**config.mk**
```make
export PLATFORM = sky130hd
export DESIGN_NAME = ahb_reg_top
export DESIGN_NICKNAME = d
export VERILOG_FILES = /design/src/ahb_bus_pkg.sv /design/src/reg_blk_pkg.sv /design/src/client_if.sv /design/src/ahb_reg_top.sv /design/src/ahb_slv_sif.sv /design/src/scratch_reg_blk.sv
export VERILOG_INCLUDE_DIRS = /design/src
export SDC_FILE = /design/constraint.sdc
export NUM_CORES = 1
export LEC_CHECK = 0
export ABC_AREA = 1
export BUFFER_PORTS_ARGS = -buffer_cell sky130_fd_sc_hd__buf_2
export CAP_MARGIN = 20
export CORE_ASPECT_RATIO = 1.1
export CORE_UTILIZATION = 45
export CTS_BUF_LIST = sky130_fd_sc_hd__clkbuf_2 sky130_fd_sc_hd__clkbuf_4 sky130_fd_sc_hd__clkbuf_8
export CTS_CLUSTER_DIAMETER = 40
export DETAILED_ROUTE_END_ITERATION = 7
export SLEW_MARGIN = 25
export SYNTH_ARGS = -nofsm -noshare
export SYNTH_HDL_FRONTEND = slang
export SYNTH_SLANG_ARGS = --single-unit
```
**constraint.sdc**
```tcl
create_clock -name hclk -period 6.85 [get_ports hclk]
set_input_delay 0.3425 -clock hclk [delete_from_list [all_inputs] [get_ports hclk]]
set_output_delay 0.3425 -clock hclk [all_outputs]
set_load 0.005 [all_outputs]
```
**src/ahb_cfg.svh**
```systemverilog
// bus widths and register block sizing for the AHB register peripheral
// include in any file that needs these sizes before use
`ifndef AHB_CFG_SVH
`define AHB_CFG_SVH

// AHB-Lite data bus
`define AHB_DATA_WIDTH 64

// client port data, 32 or 64
`define CLIENT_DATA_WIDTH 32

`define ADDR_WIDTH 32

// register block contents
`define REG_FIFO_DEPTH 4
`define REG_NUM_SCRATCH 8

// value returned by the ID register
`define REG_BLK_ID 32'h5c2a_0101

`endif

```
**src/ahb_bus_pkg.sv**
```systemverilog
// AHB-Lite transfer encodings shared by the bus adapter, the top and the testbench
`default_nettype none

package ahb_bus_pkg;

   // HTRANS encodings
   typedef enum logic [1:0] {
      HTRANS_IDLE   = 2'b00,
      HTRANS_BUSY   = 2'b01,
      HTRANS_NONSEQ = 2'b10,
      HTRANS_SEQ    = 2'b11
   } htrans_e;

   // HSIZE encodings, only up to a dword on a 64-bit bus
   typedef enum logic [2:0] {
      HSIZE_BYTE  = 3'b000,
      HSIZE_HALF  = 3'b001,
      HSIZE_WORD  = 3'b010,
      HSIZE_DWORD = 3'b011
   } hsize_e;

endpackage

`default_nettype wire

```
**src/reg_blk_pkg.sv**
```systemverilog
// register map and response states of the scratch register block
// word offsets are taken from address bits 7 to 2
`default_nettype none

package reg_blk_pkg;

   // address bits that select a register
   localparam int REG_OFF_MSB = 7;
   localparam int REG_OFF_LSB = 2;

   // word offsets, byte address is offset times four
   typedef enum logic [REG_OFF_MSB-REG_OFF_LSB:0] {
      REG_ID        = 6'h00,
      REG_CTRL      = 6'h01,
      REG_FIFO_DATA = 6'h02,
      REG_FIFO_STAT = 6'h03,
      REG_SCRATCH0  = 6'h10,
      REG_SCRATCH1  = 6'h11,
      REG_SCRATCH2  = 6'h12,
      REG_SCRATCH3  = 6'h13,
      REG_SCRATCH4  = 6'h14,
      REG_SCRATCH5  = 6'h15,
      REG_SCRATCH6  = 6'h16,
      REG_SCRATCH7  = 6'h17
   } reg_addr_e;

   // CTRL fields
   localparam int CTRL_LOCK_BIT = 0;

   // FIFO_STAT fields, count sits in the low bits
   localparam int STAT_EMPTY_BIT = 8;
   localparam int STAT_FULL_BIT  = 9;

   // client response FSM
   typedef enum logic [1:0] {
      RESP_READY = 2'b00,
      RESP_WAIT  = 2'b01,
      RESP_ERR2  = 2'b10
   } resp_state_e;

endpackage

`default_nettype wire

```
**src/client_if.sv**
```systemverilog
// strobe bundle between the AHB slave adapter and its register client
// the adapter takes the sif modport, the register block the client modport
`timescale 1ns/1ps
`default_nettype none
`include "ahb_cfg.svh"

interface client_if #(
   parameter int ADDR_WIDTH = `ADDR_WIDTH,
   parameter int DATA_WIDTH = `CLIENT_DATA_WIDTH
);

   // data phase valid and its attributes
   logic                  dv;
   logic                  write;
   logic [ADDR_WIDTH-1:0] addr;
   logic [DATA_WIDTH-1:0] wdata;

   // client response levels
   logic                  hold;
   logic                  error;
   logic [DATA_WIDTH-1:0] rdata;

   modport sif (output dv, write, addr, wdata, input hold, error, rdata);

   modport client (input dv, write, addr, wdata, output hold, error, rdata);

endinterface

`default_nettype wire

```
**src/ahb_reg_top.sv**
```systemverilog
// top level of the AHB register peripheral with plain AHB-Lite ports
// joins the bus adapter and the register block through the client bundle
`timescale 1ns/1ps
`default_nettype none
`include "ahb_cfg.svh"

module ahb_reg_top (
   input  wire logic                         hclk,
   input  wire logic                         hreset_n,

   input  wire logic [`ADDR_WIDTH-1:0]       haddr_i,
   input  wire logic [`AHB_DATA_WIDTH-1:0]   hwdata_i,
   input  wire logic                         hsel_i,
   input  wire logic                         hwrite_i,
   input  wire logic                         hready_i,
   input  wire ahb_bus_pkg::htrans_e         htrans_i,
   input  wire ahb_bus_pkg::hsize_e          hsize_i,

   output logic                              hresp_o,
   output logic                              hreadyout_o,
   output logic [`AHB_DATA_WIDTH-1:0]        hrdata_o
);

   // adapter to client strobes
   client_if #(
      .ADDR_WIDTH (`ADDR_WIDTH),
      .DATA_WIDTH (`CLIENT_DATA_WIDTH)
   ) cif ();

   ahb_slv_sif #(
      .AHB_DATA_WIDTH    (`AHB_DATA_WIDTH),
      .CLIENT_DATA_WIDTH (`CLIENT_DATA_WIDTH),
      .ADDR_WIDTH        (`ADDR_WIDTH)
   ) u_ahb_slv_sif (
      .hclk        (hclk),
      .hreset_n    (hreset_n),
      .haddr_i     (haddr_i),
      .hwdata_i    (hwdata_i),
      .hsel_i      (hsel_i),
      .hwrite_i    (hwrite_i),
      .hready_i    (hready_i),
      .htrans_i    (htrans_i),
      .hsize_i     (hsize_i),
      .hresp_o     (hresp_o),
      .hreadyout_o (hreadyout_o),
      .hrdata_o    (hrdata_o),
      .cif         (cif.sif)
   );

   scratch_reg_blk #(
      .FIFO_DEPTH (`REG_FIFO_DEPTH)
   ) u_scratch_reg_blk (
      .hclk     (hclk),
      .hreset_n (hreset_n),
      .cif      (cif.client)
   );

endmodule

`default_nettype wire

```
**src/ahb_slv_sif.sv**
```systemverilog
// AHB-Lite slave adapter, turns address and data phases into client strobes
// supports a 64-bit bus with a 32-bit or a 64-bit client
`timescale 1ns/1ps
`default_nettype none
`include "ahb_cfg.svh"

module ahb_slv_sif #(
   parameter int AHB_DATA_WIDTH    = `AHB_DATA_WIDTH,
   parameter int CLIENT_DATA_WIDTH = `CLIENT_DATA_WIDTH,
   parameter int ADDR_WIDTH        = `ADDR_WIDTH
) (
   input  wire logic                      hclk,
   input  wire logic                      hreset_n,

   // AHB-Lite slave side
   input  wire logic [ADDR_WIDTH-1:0]     haddr_i,
   input  wire logic [AHB_DATA_WIDTH-1:0] hwdata_i,
   input  wire logic                      hsel_i,
   input  wire logic                      hwrite_i,
   input  wire logic                      hready_i,
   input  wire ahb_bus_pkg::htrans_e      htrans_i,
   input  wire ahb_bus_pkg::hsize_e       hsize_i,
   output logic                           hresp_o,
   output logic                           hreadyout_o,
   output logic [AHB_DATA_WIDTH-1:0]      hrdata_o,

   // client side
   client_if.sif                          cif
);

   import ahb_bus_pkg::*;

   localparam int CW = CLIENT_DATA_WIDTH;

   logic   xfer_valid;
   hsize_e size_q;

   // only nonseq and seq carry a real transfer
   assign xfer_valid = hsel_i && (htrans_i == HTRANS_NONSEQ || htrans_i == HTRANS_SEQ);

   // address phase capture, held while the bus is stalled
   always_ff @(posedge hclk or negedge hreset_n) begin
      if (!hreset_n) begin
         cif.dv    <= 1'b0;
         cif.write <= 1'b0;
         cif.addr  <= '0;
         size_q    <= HSIZE_BYTE;
      end else begin
         if (hready_i) begin
            cif.dv <= xfer_valid;
         end
         if (hready_i && hsel_i) begin
            cif.addr  <= haddr_i;
            cif.write <= hwrite_i && xfer_valid;
            size_q    <= hsize_i;
         end
      end
   end

   generate
      if (CW == AHB_DATA_WIDTH) begin : g_full_lane
         // client as wide as the bus
         always_comb begin
            case (size_q)
               HSIZE_BYTE: cif.wdata = {{(CW-8){1'b0}}, hwdata_i[7:0]};
               HSIZE_HALF: cif.wdata = {{(CW-16){1'b0}}, hwdata_i[15:0]};
               HSIZE_WORD: begin
                  cif.wdata = cif.addr[2] ? {{(CW-32){1'b0}}, hwdata_i[63:32]}
                                          : {{(CW-32){1'b0}}, hwdata_i[31:0]};
               end
               default: cif.wdata = hwdata_i;
            endcase
         end

         assign hrdata_o = cif.rdata;
      end else begin : g_half_lane
         // half width client, lane picked by addr bit 2
         always_comb begin
            case (size_q)
               HSIZE_BYTE: cif.wdata = {{(CW-8){1'b0}}, hwdata_i[7:0]};
               HSIZE_HALF: cif.wdata = {{(CW-16){1'b0}}, hwdata_i[15:0]};
               default:    cif.wdata = cif.addr[2] ? hwdata_i[2*CW-1:CW] : hwdata_i[CW-1:0];
            endcase
         end

         assign hrdata_o = cif.addr[2] ? {cif.rdata, {CW{1'b0}}} : {{CW{1'b0}}, cif.rdata};
      end
   endgenerate

   // client levels map straight onto the AHB response
   assign hreadyout_o = ~cif.hold;
   assign hresp_o     = cif.error;

   // an idle or busy address phase never opens a data phase
   a_no_dv_from_idle: assert property (
      @(posedge hclk) disable iff (!hreset_n)
      (hready_i && (htrans_i == HTRANS_IDLE || htrans_i == HTRANS_BUSY)) |=> !cif.dv
   );

endmodule

`default_nettype wire

```
**src/scratch_reg_blk.sv**
```systemverilog
// register client with ID, lock control, scratch words and a small word FIFO
// adds one wait state to FIFO reads and a two-cycle error on illegal accesses
`timescale 1ns/1ps
`default_nettype none
`include "ahb_cfg.svh"

module scratch_reg_blk #(
   parameter int FIFO_DEPTH = `REG_FIFO_DEPTH
) (
   input  wire logic hclk,
   input  wire logic hreset_n,
   client_if.client  cif
);

   import reg_blk_pkg::*;

   localparam int DW          = `CLIENT_DATA_WIDTH;
   localparam int NUM_SCRATCH = `REG_NUM_SCRATCH;
   localparam int SCR_IDX_W   = $clog2(NUM_SCRATCH);
   localparam int PTR_W       = (FIFO_DEPTH > 1) ? $clog2(FIFO_DEPTH) : 1;
   localparam int CNT_W       = $clog2(FIFO_DEPTH + 1);
   localparam int OFF_W       = REG_OFF_MSB - REG_OFF_LSB + 1;

   resp_state_e          state_q;
   resp_state_e          state_d;
   reg_addr_e            reg_sel;
   logic [OFF_W-1:0]     word_off;
   logic [OFF_W-1:0]     scr_off;
   logic [SCR_IDX_W-1:0] scr_idx;
   logic                 is_scratch;

   logic                 lock_q;
   logic [DW-1:0]        scratch_q [NUM_SCRATCH];

   logic [DW-1:0]        fifo_mem [FIFO_DEPTH];
   logic [PTR_W-1:0]     wr_ptr_q;
   logic [PTR_W-1:0]     rd_ptr_q;
   logic [CNT_W-1:0]     fifo_cnt_q;
   logic                 fifo_empty;
   logic                 fifo_full;
   logic [DW-1:0]        fifo_rdata_q;
   logic [DW-1:0]        stat_word;

   logic                 illegal;
   logic                 accept;
   logic                 fifo_rd_start;
   logic                 ctrl_we;
   logic                 scratch_we;
   logic                 fifo_push;
   logic                 fifo_pop;

   // address decode
   assign word_off   = cif.addr[REG_OFF_MSB:REG_OFF_LSB];
   assign reg_sel    = reg_addr_e'(word_off);
   assign scr_off    = word_off - REG_SCRATCH0;
   assign scr_idx    = scr_off[SCR_IDX_W-1:0];
   assign is_scratch = (word_off >= REG_SCRATCH0) && (scr_off < NUM_SCRATCH);

   assign fifo_empty = (fifo_cnt_q == '0);
   assign fifo_full  = (fifo_cnt_q == CNT_W'(FIFO_DEPTH));

   // all illegal access rules in one place
   always_comb begin
      case (reg_sel)
         REG_ID, REG_FIFO_STAT: illegal = cif.write;
         REG_CTRL:              illegal = 1'b0;
         REG_FIFO_DATA:         illegal = cif.write ? fifo_full : fifo_empty;
         default:               illegal = !is_scratch || (cif.write && lock_q);
      endcase
   end

   // response FSM driving hold and error
   always_comb begin
      state_d       = state_q;
      cif.hold      = 1'b0;
      cif.error     = 1'b0;
      accept        = 1'b0;
      fifo_rd_start = 1'b0;
      case (state_q)
         RESP_READY: begin
            if (cif.dv) begin
               if (illegal) begin
                  // first error cycle stalls the bus
                  cif.hold  = 1'b1;
                  cif.error = 1'b1;
                  state_d   = RESP_ERR2;
               end else if (!cif.write && reg_sel == REG_FIFO_DATA) begin
                  cif.hold      = 1'b1;
                  fifo_rd_start = 1'b1;
                  state_d       = RESP_WAIT;
               end else begin
                  accept = 1'b1;
               end
            end
         end
         // FIFO read completes here
         RESP_WAIT: state_d = RESP_READY;
         RESP_ERR2: begin
            cif.error = 1'b1;
            state_d   = RESP_READY;
         end
         default: state_d = RESP_READY;
      endcase
   end

   assign ctrl_we    = accept && cif.write && (reg_sel == REG_CTRL);
   assign scratch_we = accept && cif.write && is_scratch;
   assign fifo_push  = accept && cif.write && (reg_sel == REG_FIFO_DATA);
   assign fifo_pop   = (state_q == RESP_WAIT);

   always_ff @(posedge hclk or negedge hreset_n) begin
      if (!hreset_n) begin
         state_q    <= RESP_READY;
         lock_q     <= 1'b0;
         wr_ptr_q   <= '0;
         rd_ptr_q   <= '0;
         fifo_cnt_q <= '0;
      end else begin
         state_q <= state_d;
         if (ctrl_we) begin
            lock_q <= cif.wdata[CTRL_LOCK_BIT];
         end
         if (fifo_push) begin
            wr_ptr_q   <= (wr_ptr_q == PTR_W'(FIFO_DEPTH-1)) ? '0 : wr_ptr_q + 1'b1;
            fifo_cnt_q <= fifo_cnt_q + 1'b1;
         end
         if (fifo_pop) begin
            rd_ptr_q   <= (rd_ptr_q == PTR_W'(FIFO_DEPTH-1)) ? '0 : rd_ptr_q + 1'b1;
            fifo_cnt_q <= fifo_cnt_q - 1'b1;
         end
      end
   end

   // scratch and FIFO storage
   always_ff @(posedge hclk) begin
      if (scratch_we) begin
         scratch_q[scr_idx] <= cif.wdata;
      end
      if (fifo_push) begin
         fifo_mem[wr_ptr_q] <= cif.wdata;
      end
      // head word captured during the wait cycle
      if (fifo_rd_start) begin
         fifo_rdata_q <= fifo_mem[rd_ptr_q];
      end
   end

   always_comb begin
      stat_word                 = '0;
      stat_word[CNT_W-1:0]      = fifo_cnt_q;
      stat_word[STAT_EMPTY_BIT] = fifo_empty;
      stat_word[STAT_FULL_BIT]  = fifo_full;
   end

   // read mux
   always_comb begin
      cif.rdata = '0;
      if (state_q == RESP_WAIT) begin
         cif.rdata = fifo_rdata_q;
      end else begin
         case (reg_sel)
            REG_ID:        cif.rdata = `REG_BLK_ID;
            REG_CTRL:      cif.rdata[CTRL_LOCK_BIT] = lock_q;
            REG_FIFO_STAT: cif.rdata = stat_word;
            default: begin
               if (is_scratch) begin
                  cif.rdata = scratch_q[scr_idx];
               end
            end
         endcase
      end
   end

   // error always spans a stalled cycle then a ready cycle
   a_error_two_cycles: assert property (
      @(posedge hclk) disable iff (!hreset_n)
      $rose(cif.error) |-> cif.hold ##1 (cif.error && !cif.hold)
   );

   a_fifo_cnt_bound: assert property (
      @(posedge hclk) disable iff (!hreset_n)
      fifo_cnt_q <= CNT_W'(FIFO_DEPTH)
   );

endmodule

`default_nettype wire

```
After elaboration in Yosys (flattened, before gate mapping)
Memory sizes are Yosys's and may differ from the RTL's. A register that Yosys moved wholly into a read port is not among the register bits.
Cells that the tools add are included.
{"block": "word_totals", "ff_bits": 23, "ram_bits": 384, "out_inout_bits": 66, "elab_cells": 88, "mem_count": 2}
{"block": "op_classes", "add_sub_neg": 5, "magnitude_cmp": 2, "eq_ne": 13, "muxes": 35, "bitwise": 1, "n_reduce_logical": 21}
{"memory": "u_scratch_reg_blk.scratch_q", "depth": 8, "word_bits": 32, "rd": 1, "rd_clocked_by_memory_dff": 0, "wr": 1, "line": "scratch_reg_blk.sv:33", "source": "logic [DW-1:0] scratch_q [NUM_SCRATCH];"}
{"memory": "u_scratch_reg_blk.fifo_mem", "depth": 4, "word_bits": 32, "rd": 1, "rd_clocked_by_memory_dff": 1, "wr": 1, "line": "scratch_reg_blk.sv:35", "source": "logic [DW-1:0] fifo_mem [FIFO_DEPTH];"}
{"operator": "32-bit 2-to-1 mux", "n": 3}
{"operator": "31-bit one-hot mux with 3 select lines", "n": 1}
{"operator": "64-bit 2-to-1 mux", "n": 1}
{"operator": "32-bit one-hot mux with 2 select lines", "n": 1}
{"operator": "1-bit 2-to-1 mux", "n": 18}
{"operator": "6-bit by 2-bit equality test with 1-bit output, second input constant", "n": 2}
{"operator": "2-bit 2-to-1 mux", "n": 6}
{"operator": "2-bit equality test, second input constant", "n": 5}
{"operator": "1-bit logical AND", "n": 10}
{"operator": "6-bit by 1-bit equality test with 1-bit output, second input constant", "n": 1}
{"operator": "6-bit by 5-bit greater-or-equal comparator with 1-bit output, second input constant", "n": 1}
{"operator": "3-bit zero test", "n": 2}
{"operator": "6-bit zero test", "n": 1}
{"operator": "6-bit by 4-bit < comparator with 1-bit output, second input constant", "n": 1}
{"operator": "3-bit 2-to-1 mux", "n": 2}
{"operator": "1-bit one-hot mux with 3 select lines", "n": 2}
{"operator": "6-bit by 5-bit subtractor with 6-bit output, second input constant", "n": 1}
{"operator": "2-bit by 1-bit adder with 2-bit output, second input constant", "n": 2}
{"operator": "3-bit by 1-bit adder with 3-bit output, second input constant", "n": 1}
{"operator": "3-bit by 1-bit equality test with 1-bit output, second input constant", "n": 1}
{"operator": "3-bit equality test, second input constant", "n": 1}
{"operator": "3-bit by 1-bit != test with 1-bit output, second input constant", "n": 1}
{"operator": "3-bit by 1-bit subtractor with 3-bit output, second input constant", "n": 1}
{"operator": "2-bit by 1-bit equality test with 1-bit output, second input constant", "n": 1}
{"operator": "9 further kinds", "n": 11}

Longest topological paths before layout
Gate-level depths: netlist (run 1).
{"block": "logic_depth", "word_depth": 13, "ltp_mapped": 13, "mapped_depth_nobuf": 11}

Cells and area by module
A second synthesis (run 1) with hierarchy kept.
{"block": "hier_totals", "cells_unflattened": 1580, "hier_area_um2": 18918.1}
{"module": "scratch_reg_blk", "n_inst": 1, "cells_each": 1146, "area_per_inst_um2": 16278.1}
{"module": "ahb_slv_sif", "n_inst": 1, "cells_each": 434, "area_per_inst_um2": 2640.0}

Worst setup path after synthesis (run 1)
Ideal clock, no wire load.
{"block": "synth_timing", "path_type": "register -> register", "start": "register u_ahb_slv_sif.cif.addr[4]", "end": "register u_scratch_reg_blk.fifo_rdata_q[0] (read register of u_scratch_reg_blk.fifo_mem), enable pin", "setup_ps": 461, "arrival_time_ps": 3262, "required_ps": 6389, "path_slack_ps": 3127, "path_stages_with_launch": 7, "n_path_buf": 1, "synth_period_minus_slack_ps": 3723, "cell_sequence": "dfrtp_1 > buf_4 > inv_2 > nand3_2 > nor2_4 > nand4_1 > nor3_1"}
{"block": "synth_between", "elab_chain_len": 9, "elab_cells_between_ends": 17, "cone_classes": "add/sub (1); order compare (2); eq/ne (3); mux (5); reduce/logical (6)"}
{"element": "start: declaration", "line": "client_if.sv:23", "source": "modport sif (output dv, write, addr, wdata, input hold, error, rdata);"}
{"element": "start signal: assignment", "line": "ahb_slv_sif.sv:53", "source": "cif.addr <= haddr_i;"}
{"element": "6-bit by 5-bit subtractor with 6-bit output", "line": "scratch_reg_blk.sv:55", "source": "assign scr_off = word_off - REG_SCRATCH0;"}
{"element": "6-bit by 4-bit < comparator with 1-bit output", "line": "scratch_reg_blk.sv:57", "source": "assign is_scratch = (word_off >= REG_SCRATCH0) && (scr_off < NUM_SCRATCH);"}
{"element": "1-bit logical AND", "line": "scratch_reg_blk.sv:57"}
{"element": "1-bit zero test", "line": "scratch_reg_blk.sv:68", "source": "default: illegal = !is_scratch || (cif.write && lock_q);"}
{"element": "1-bit logical OR", "line": "scratch_reg_blk.sv:68"}
{"element": "1-bit one-hot mux with 3 select lines", "line": "scratch_reg_blk.sv:64", "source": "case (reg_sel)"}
{"element": "1-bit 2-to-1 mux *", "line": "scratch_reg_blk.sv:82", "source": "if (illegal) begin"}
{"element": "1-bit 2-to-1 mux *", "line": "scratch_reg_blk.sv:81", "source": "if (cif.dv) begin"}
{"element": "1-bit 2-to-1 mux *", "line": "scratch_reg_blk.sv:79", "source": "case (state_q)"}
{"element": "via u_scratch_reg_blk.fifo_rd_start", "line": "scratch_reg_blk.sv:46", "source": "logic fifo_rd_start;"}
{"element": "end: declaration", "line": "scratch_reg_blk.sv:41", "source": "logic [DW-1:0] fifo_rdata_q;"}
The timed path passes the listed nets; every way through them passes the cells marked *.
A chain may end at the register's enable or synchronous reset.

Final worst setup path (run 1)
{"block": "layout_timing", "start": "register u_scratch_reg_blk.state_q[1]", "end": "output port hrdata_o[49]"}
{"block": "layout_between", "elab_chain_len": 3}
{"element": "start: declaration", "line": "scratch_reg_blk.sv:24", "source": "resp_state_e state_q;"}
{"element": "start signal: assignment", "line": "scratch_reg_blk.sv:119", "source": "state_q <= state_d;"}
{"element": "2-bit by 1-bit equality test with 1-bit output", "line": "scratch_reg_blk.sv:158", "source": "if (state_q == RESP_WAIT) begin"}
{"element": "32-bit 2-to-1 mux", "line": "scratch_reg_blk.sv:158"}
{"element": "64-bit 2-to-1 mux", "line": "ahb_slv_sif.sv:86", "source": "assign hrdata_o = cif.addr[2] ? {cif.rdata, {CW{1'b0}}} : {{CW{1'b0}}, cif.rdata};"}
{"element": "end: declaration", "line": "ahb_reg_top.sv:21", "source": "output logic [`AHB_DATA_WIDTH-1:0] hrdata_o"}
Every way passes these cells.

==> flow_summary.yaml, run 1 <==
grt:
  grt_pass1_wl_um: 68100
  grt_pass1_vias: 11300
  grt_max_degree: 68
  grtUsageTotal: 0.232
  antenna_found_initial: 0
  grt_overflow: 0
route:
  routedWlPerCell_um: 21.0
  first_pass_iters: 5
  drt_iter0_drc: 1026
  vias: 11700
  routed_wl_um: 45600
  remaining_drc_errors: 0
  via_per_inst: 5.40
  drtAntennaViolNets: 0
placed_design:
  place_hpwl_um: 25900
  post-place-ws_ns: 3.21
  gp_congestion: 0.786
  port_buffers: 144
timing:
  setup-tns-final_ns: 0
  finalMaxSlewViolations: 0
  skew_ns: 0.0277
  slew_headroom: 0.323
  rsz0062_at_grt: "no"
  hold_violations: 0
  tightest_slew_ns: 1.01
  period_minus_slack_ns: 3.84
  fmax_mhz: 261
  setup_viol: 0
  setup_ws_ns: 3.01
  period_share: 0.560
yosys:
  yosys_register_bits: 437
  synthDistinctLibCells: 32
  synth-seq-area-share: 0.736
  yosys_warnings: 0
  async_flop_share: 0.0481
  synth_flop_cell: "edfxtp_1"
  synth_area_um2: 17700
  synth_edf_count: 416
  synth_fp_nets: 1541
  avgSynthCellArea_um2: 12.4
  synthCells: 1429
clock_tree:
  cts.clk_slew.worst_paths_ns: 0.06
  cts_tree: "done"
  clock_latency_ns: 0.60
  h-tree-depth: 3
  clockBufferDepth: 3
  cts_resized: 0
  root_buffer: "clkbuf_8"
  numCtsBuffers: 72
  clock_sinks: 437
critical_path:
  cp.required_ns: 6.51
  crit_path_end_kind: "primary output"
  start_kind: "flop"
  worstSetupPathType: "reg -> out"
  worstPathMaxFanout: 28
  critPathArrivalTime_ns: 3.49
cells_and_area:
  drive_gt1_frac: 0.226
  fin_nets: 1729
  layout_common_cells: "edfxtp_1, nor2_1, nand2_1, buf_2, o21ai_0"
  antenna_cells: 0
  layout_commonest_cell: "edfxtp_1"
  syn_to_final_growth_pct: 16.1
floorplanning:
  die_h_um: 210
  start_util: 0.460
  die_area_um2: 40100
  row_count: 75
  fp.dieW_um: 191
  coreArea_um2: 38500
  ios: 172
power:
  p_per_area_nw_per_um2: 285
  leakagePower_nw: 7.38
  ir_drop_mv: 0.195
worst_hold_path:
  hold_class: "in -> reg"
job:
  drv_cap: 0
run_status:
  status: "finished clean"
-- critical path, cell delays in order, from the launching register on --
cell     delay (ns)
dfrtp_1        0.41
nor2_4         0.80
inv_1          0.55
nand2_1        0.21
inv_2          0.30
nand2_1        0.17
nand2_1        0.15
nor2_1         0.12
buf_2          0.13
-- state kept, by name (all words and copies together) (netlist names), 2 cells and up --
signal                          count
u_scratch_reg_blk.state_q           2
u_scratch_reg_blk.scratch_q       256
u_scratch_reg_blk.fifo_rdata_q     32
u_scratch_reg_blk.fifo_mem        128
u_scratch_reg_blk.wr_ptr_q          2
u_ahb_slv_sif.cif.addr              6
u_scratch_reg_blk.fifo_cnt_q        3
u_scratch_reg_blk.rd_ptr_q          2
u_ahb_slv_sif.size_q                3
-- what timing repair did --
| action | 4_1_cts | 5_1_grt |
|---|---|---|
| endpoints found under the hold margin | 32 | 0 |
| setup buffers | 0 | 0 |
| hold buffers | 14 | 0 |
-- kinds of logic (layout without fill, tap and decap cells) --
group / after synthesis / in the layout / share of synthesized area
buf+inv: 114 / 355 / 0.0273
flops: 437 / 437 / 0.736
simple gates: 609 / 609 / 0.148
compound gates: 261 / 261 / 0.0826
xor+xnor: 2 / 2 / 0.000991
fa+ha+maj: 6 / 6 / 0.00467
-- layer usage --
layer  up-vias  GRT usage  part of all wire
met4         0     0.0706             0.017
met1      5747      0.322              0.43
met2       442      0.375              0.48
met3        59     0.0398             0.070
li1       5477          -                 -
met5         -          0                 0
-- Yosys cell counts (2+ instances only) --
cell        n  area, um^2
buf_1       3        11.3
o22a_1      3        26.3
o21ai_0   100         500
nor2_4      3        33.8
or2_1      16         100
nor3_1      3        15.0
inv_2       5        18.8
inv_1      34         128
buf_4       6        45.0
ha_1        5        62.6
o22ai_1    76         475
nand2_1   192         721
dfrtp_1    21         526
nand4_1     5        31.3
nand3_2     3        30.0
or2_2      62         388
edfxtp_1  416       12500
clkbuf_1   45         169
nand3_1    61         305
nor2_1    262         983
o211ai_1   18         135
a21oi_1    62         310
clkbuf_2    2        10.0
buf_2      18        90.1
-- where the power goes --
part           internal, mW  switching, mW
combinational         0.179          0.473
clock                  1.12           1.03
sequential             3.02         0.0153
-- final timing paths --
path,start,to,slack (ns),cells past startpoint
min in group asynchronous,hreset_n,u_ahb_slv_sif.cif.dv,0.25,2
worst min register to register,u_ahb_slv_sif.size_q[0],u_ahb_slv_sif.size_q[0],0.49,2
max in group asynchronous,hreset_n,u_scratch_reg_blk.rd_ptr_q[0],6.23,2
worst max register to register,u_ahb_slv_sif.cif.addr[7],u_scratch_reg_blk.fifo_mem[0][29],3.22,9
worst min-delay path,hsel_i,u_ahb_slv_sif.size_q[1],0.12,4
worst max-delay path,u_scratch_reg_blk.state_q[1],hrdata_o[49],3.01,8
-- metrics by stage --
stage | utilization | power (mW) | hold WS, ns | cells | area, um^2
after detailed placement | 0.495 | 3.74 | 0.334 | 2028 | 19000
final | 0.534 | 5.85 | 0.125 | 2170 | 20500
after floorplan | - | 3.49 | 0.0469 | 1429 | 17700
after global routing | 0.534 | 6.07 | 0.154 | 2170 | 20500
after global placement | 0.494 | 3.73 | 0.334 | 2027 | 19000
after CTS | 0.533 | 5.88 | 0.0986 | 2169 | 20500
-- cell type report --
| class | instances | area [um^2] |
|---|---|---|
| clock buffers | 88 | 1120 |
| clock inverters | 39 | 219 |
| fillers | 3284 | 17900 |
| inverters | 39 | 146 |
| multi-input cells | 878 | 4300 |
| flip-flops and latches | 437 | 13000 |
| well taps | 500 | 626 |
| repair buffers | 189 | 1110 |
(Power assumes the default switching activity.)
==> run 2: changes to the inputs <==
Settings changed: ABC_AREA 1 to 0, PLACE_DENSITY set to 0.66.
Clock period 6.85 ns to 3.25 ns, I/O delays scaled along.
==> flow_summary.yaml, run 2 <==
run_status:
  status: "finished clean"
critical_path:
  start_kind: "flop"
  worstSetupPathType: "reg -> out"
  crit_path_end_kind: "primary output"
  worstPathMaxFanout: 17
  cp.required_ns: 3.09
  critPathArrivalTime_ns: 3.00
timing:
  skew_ns: 0.0390
  finalMaxSlewViolations: 0
  period_share: 0.972
  hold_violations: 0
  period_minus_slack_ns: 3.16
  hold_slack_ns: 0.0356
  slew_headroom: 0.360
  tightest_slew_ns: 0.960
  setup-tns-final_ns: 0
  rsz0062_at_grt: "no"
  setup_viol: 0
  fmax_mhz: 316
yosys:
  synth-seq-area-share: 0.740
  synth_top_area_share: 0.710
  async_flop_share: 0.0481
  synth_fp_nets: 1176
  yosys_warnings: 0
  synth_top_cells_by_count: "edfxtp_1, nor2_1, nand2_1, mux2_2, o22ai_1"
  synth_top_cell_by_area: "edfxtp_1"
  yosys_register_bits: 437
  synth.area.top_cells: "edfxtp_1, mux4_2, mux2_2"
  synth_flop_cell: "edfxtp_1"
  synth_edf_count: 416
  synth_area_um2: 17600
  avgSynthCellArea_um2: 16.5
  synth_most_common_cell: "edfxtp_1"
  synthCells: 1064
  synthDistinctLibCells: 60
power:
  p_per_area_nw_per_um2: 606
  ir_drop_mv: 0.325
  leakagePower_nw: 7.23
floorplanning:
  coreArea_um2: 38400
  start_util: 0.458
  fp.dieW_um: 191
  die_area_um2: 39900
  die_h_um: 209
  ios: 172
  row_count: 75
placed_design:
  place_hpwl_um: 26500
  numPlacedInstances: 1704
  gp_congestion: 0.826
  dpl_cell_area_um2: 19300
  port_buffers: 144
grt:
  grt_pass1_wl_um: 66600
  grt_pass1_vias: 10800
  grt_max_degree: 43
  antenna_found_initial: 0
  grtUsageTotal: 0.229
  grt_overflow: 0
cells_and_area:
  reg_top3: "u_scratch_reg_blk.scratch_q x256, u_scratch_reg_blk.fifo_mem x128, u_scratch_reg_blk.fifo_rdata_q x32"
  antenna_cells: 0
  layout_commonest_cell: "edfxtp_1"
  final_util: 0.543
  largest_reg_flops: 256
  fin_cells: 1848
  top_register: "u_scratch_reg_blk.scratch_q"
  layout_common_cells: "edfxtp_1, buf_2, nand2_1, nor2_1, clkbuf_8"
  drive_gt1_frac: 0.333
  fin_area_um2: 20900
  fin_nets: 1407
  syn_to_final_growth_pct: 18.6
route:
  routedWlPerCell_um: 24.4
  routed_wl_um: 45200
  drtAntennaViolNets: 0
  via_per_inst: 5.85
  vias: 10800
  remaining_drc_errors: 0
  drt_iter0_drc: 902
  first_pass_iters: 7
clock_tree:
  clock_latency_ns: 0.62
  clock_sinks: 437
  root_buffer: "clkbuf_8"
  cts.clk_slew.worst_paths_ns: 0.06
  numCtsBuffers: 70
  h-tree-depth: 3
  clockBufferDepth: 3
  cts_tree: "done"
worst_hold_path:
  hold_class: "in -> async"
job:
  drv_cap: 0
run 2: repair_timing:
action	CTS	global route
buffers inserted	1	4
pin swaps	0	0
gates resized for setup	3	4
hold buffers	14	0
hold endpoints to repair	32	0
setup endpoints to repair	2	23
run 2: final timing paths:
kind                       slack, ns                                 to                      start  cells past startpoint
max in group asynchronous       2.82          u_ahb_slv_sif.cif.addr[4]                   hreset_n                      2
min reg2reg                     0.53            u_ahb_slv_sif.size_q[0]    u_ahb_slv_sif.size_q[0]                      1
min in group hclk               0.06  u_scratch_reg_blk.scratch_q[0][8]               hwdata_i[40]                      3
max                             0.09                       hrdata_o[40]  u_ahb_slv_sif.cif.addr[2]                      8
max reg2reg                     0.62  u_scratch_reg_blk.scratch_q[5][2]  u_ahb_slv_sif.cif.addr[7]                      5
min                             0.04       u_scratch_reg_blk.state_q[1]                   hreset_n                      2
run 2: stage by stage:
stage | power, mW | worst slack (ns)
2_1_floorplan | 7.49 | 0.187
3_3_place_gp | 8.09 | 0.656
3_5_place_dp | 8.14 | 0.525
4_1_cts | 12.7 | 0.0318
5_1_grt | 13.0 | 0.0229
6_report | 12.6 | 0.0895
run 2: layout make-up:
class                      count  area (um^2)
inverter                      10         41.3
fill                        3047        17500
multi-input combinational    551         4300
tap                          500          626
timing repair buffer         225         1510
sequential                   437        13000
clock inverter                29          181
clock buffer                  96         1160
run 2: logic make-up after synthesis:
group                    Yosys count  synth area share
AND/OR/NAND/NOR                  228            0.0585
buffers and inverters             76            0.0207
multiplexers                     121            0.0990
XOR/XNOR                           2          0.000996
flip-flops                       437             0.740
adder cells (fa/ha/maj)            6           0.00469
AO/OA/AOI/OAI                    194            0.0762
run 2: where the power goes:
group | total, mW | switching [mW] | internal (mW)
registers | 6.51 | 0.100 | 6.41
clock network | 4.57 | 2.15 | 2.42
logic | 1.55 | 1.00 | 0.553
run 2: layer usage:
metal,up-vias,GRT usage,part of all wire
met5,-,0,0
met3,72,0.0355,0.078
met1,5508,0.324,0.42
met2,541,0.369,0.48
li1,4694,-,-
met4,0,0.0623,0.018
run 2: critical path, stage by stage, from the launching register on:
cell       delay (ns)
dfrtp_4          0.63
nand2b_2         0.22
buf_4            0.26
o31ai_1          0.09
a2111oi_0        0.54
buf_4            0.21
nor3_1           0.04
nor3_1           0.23
buf_2            0.15
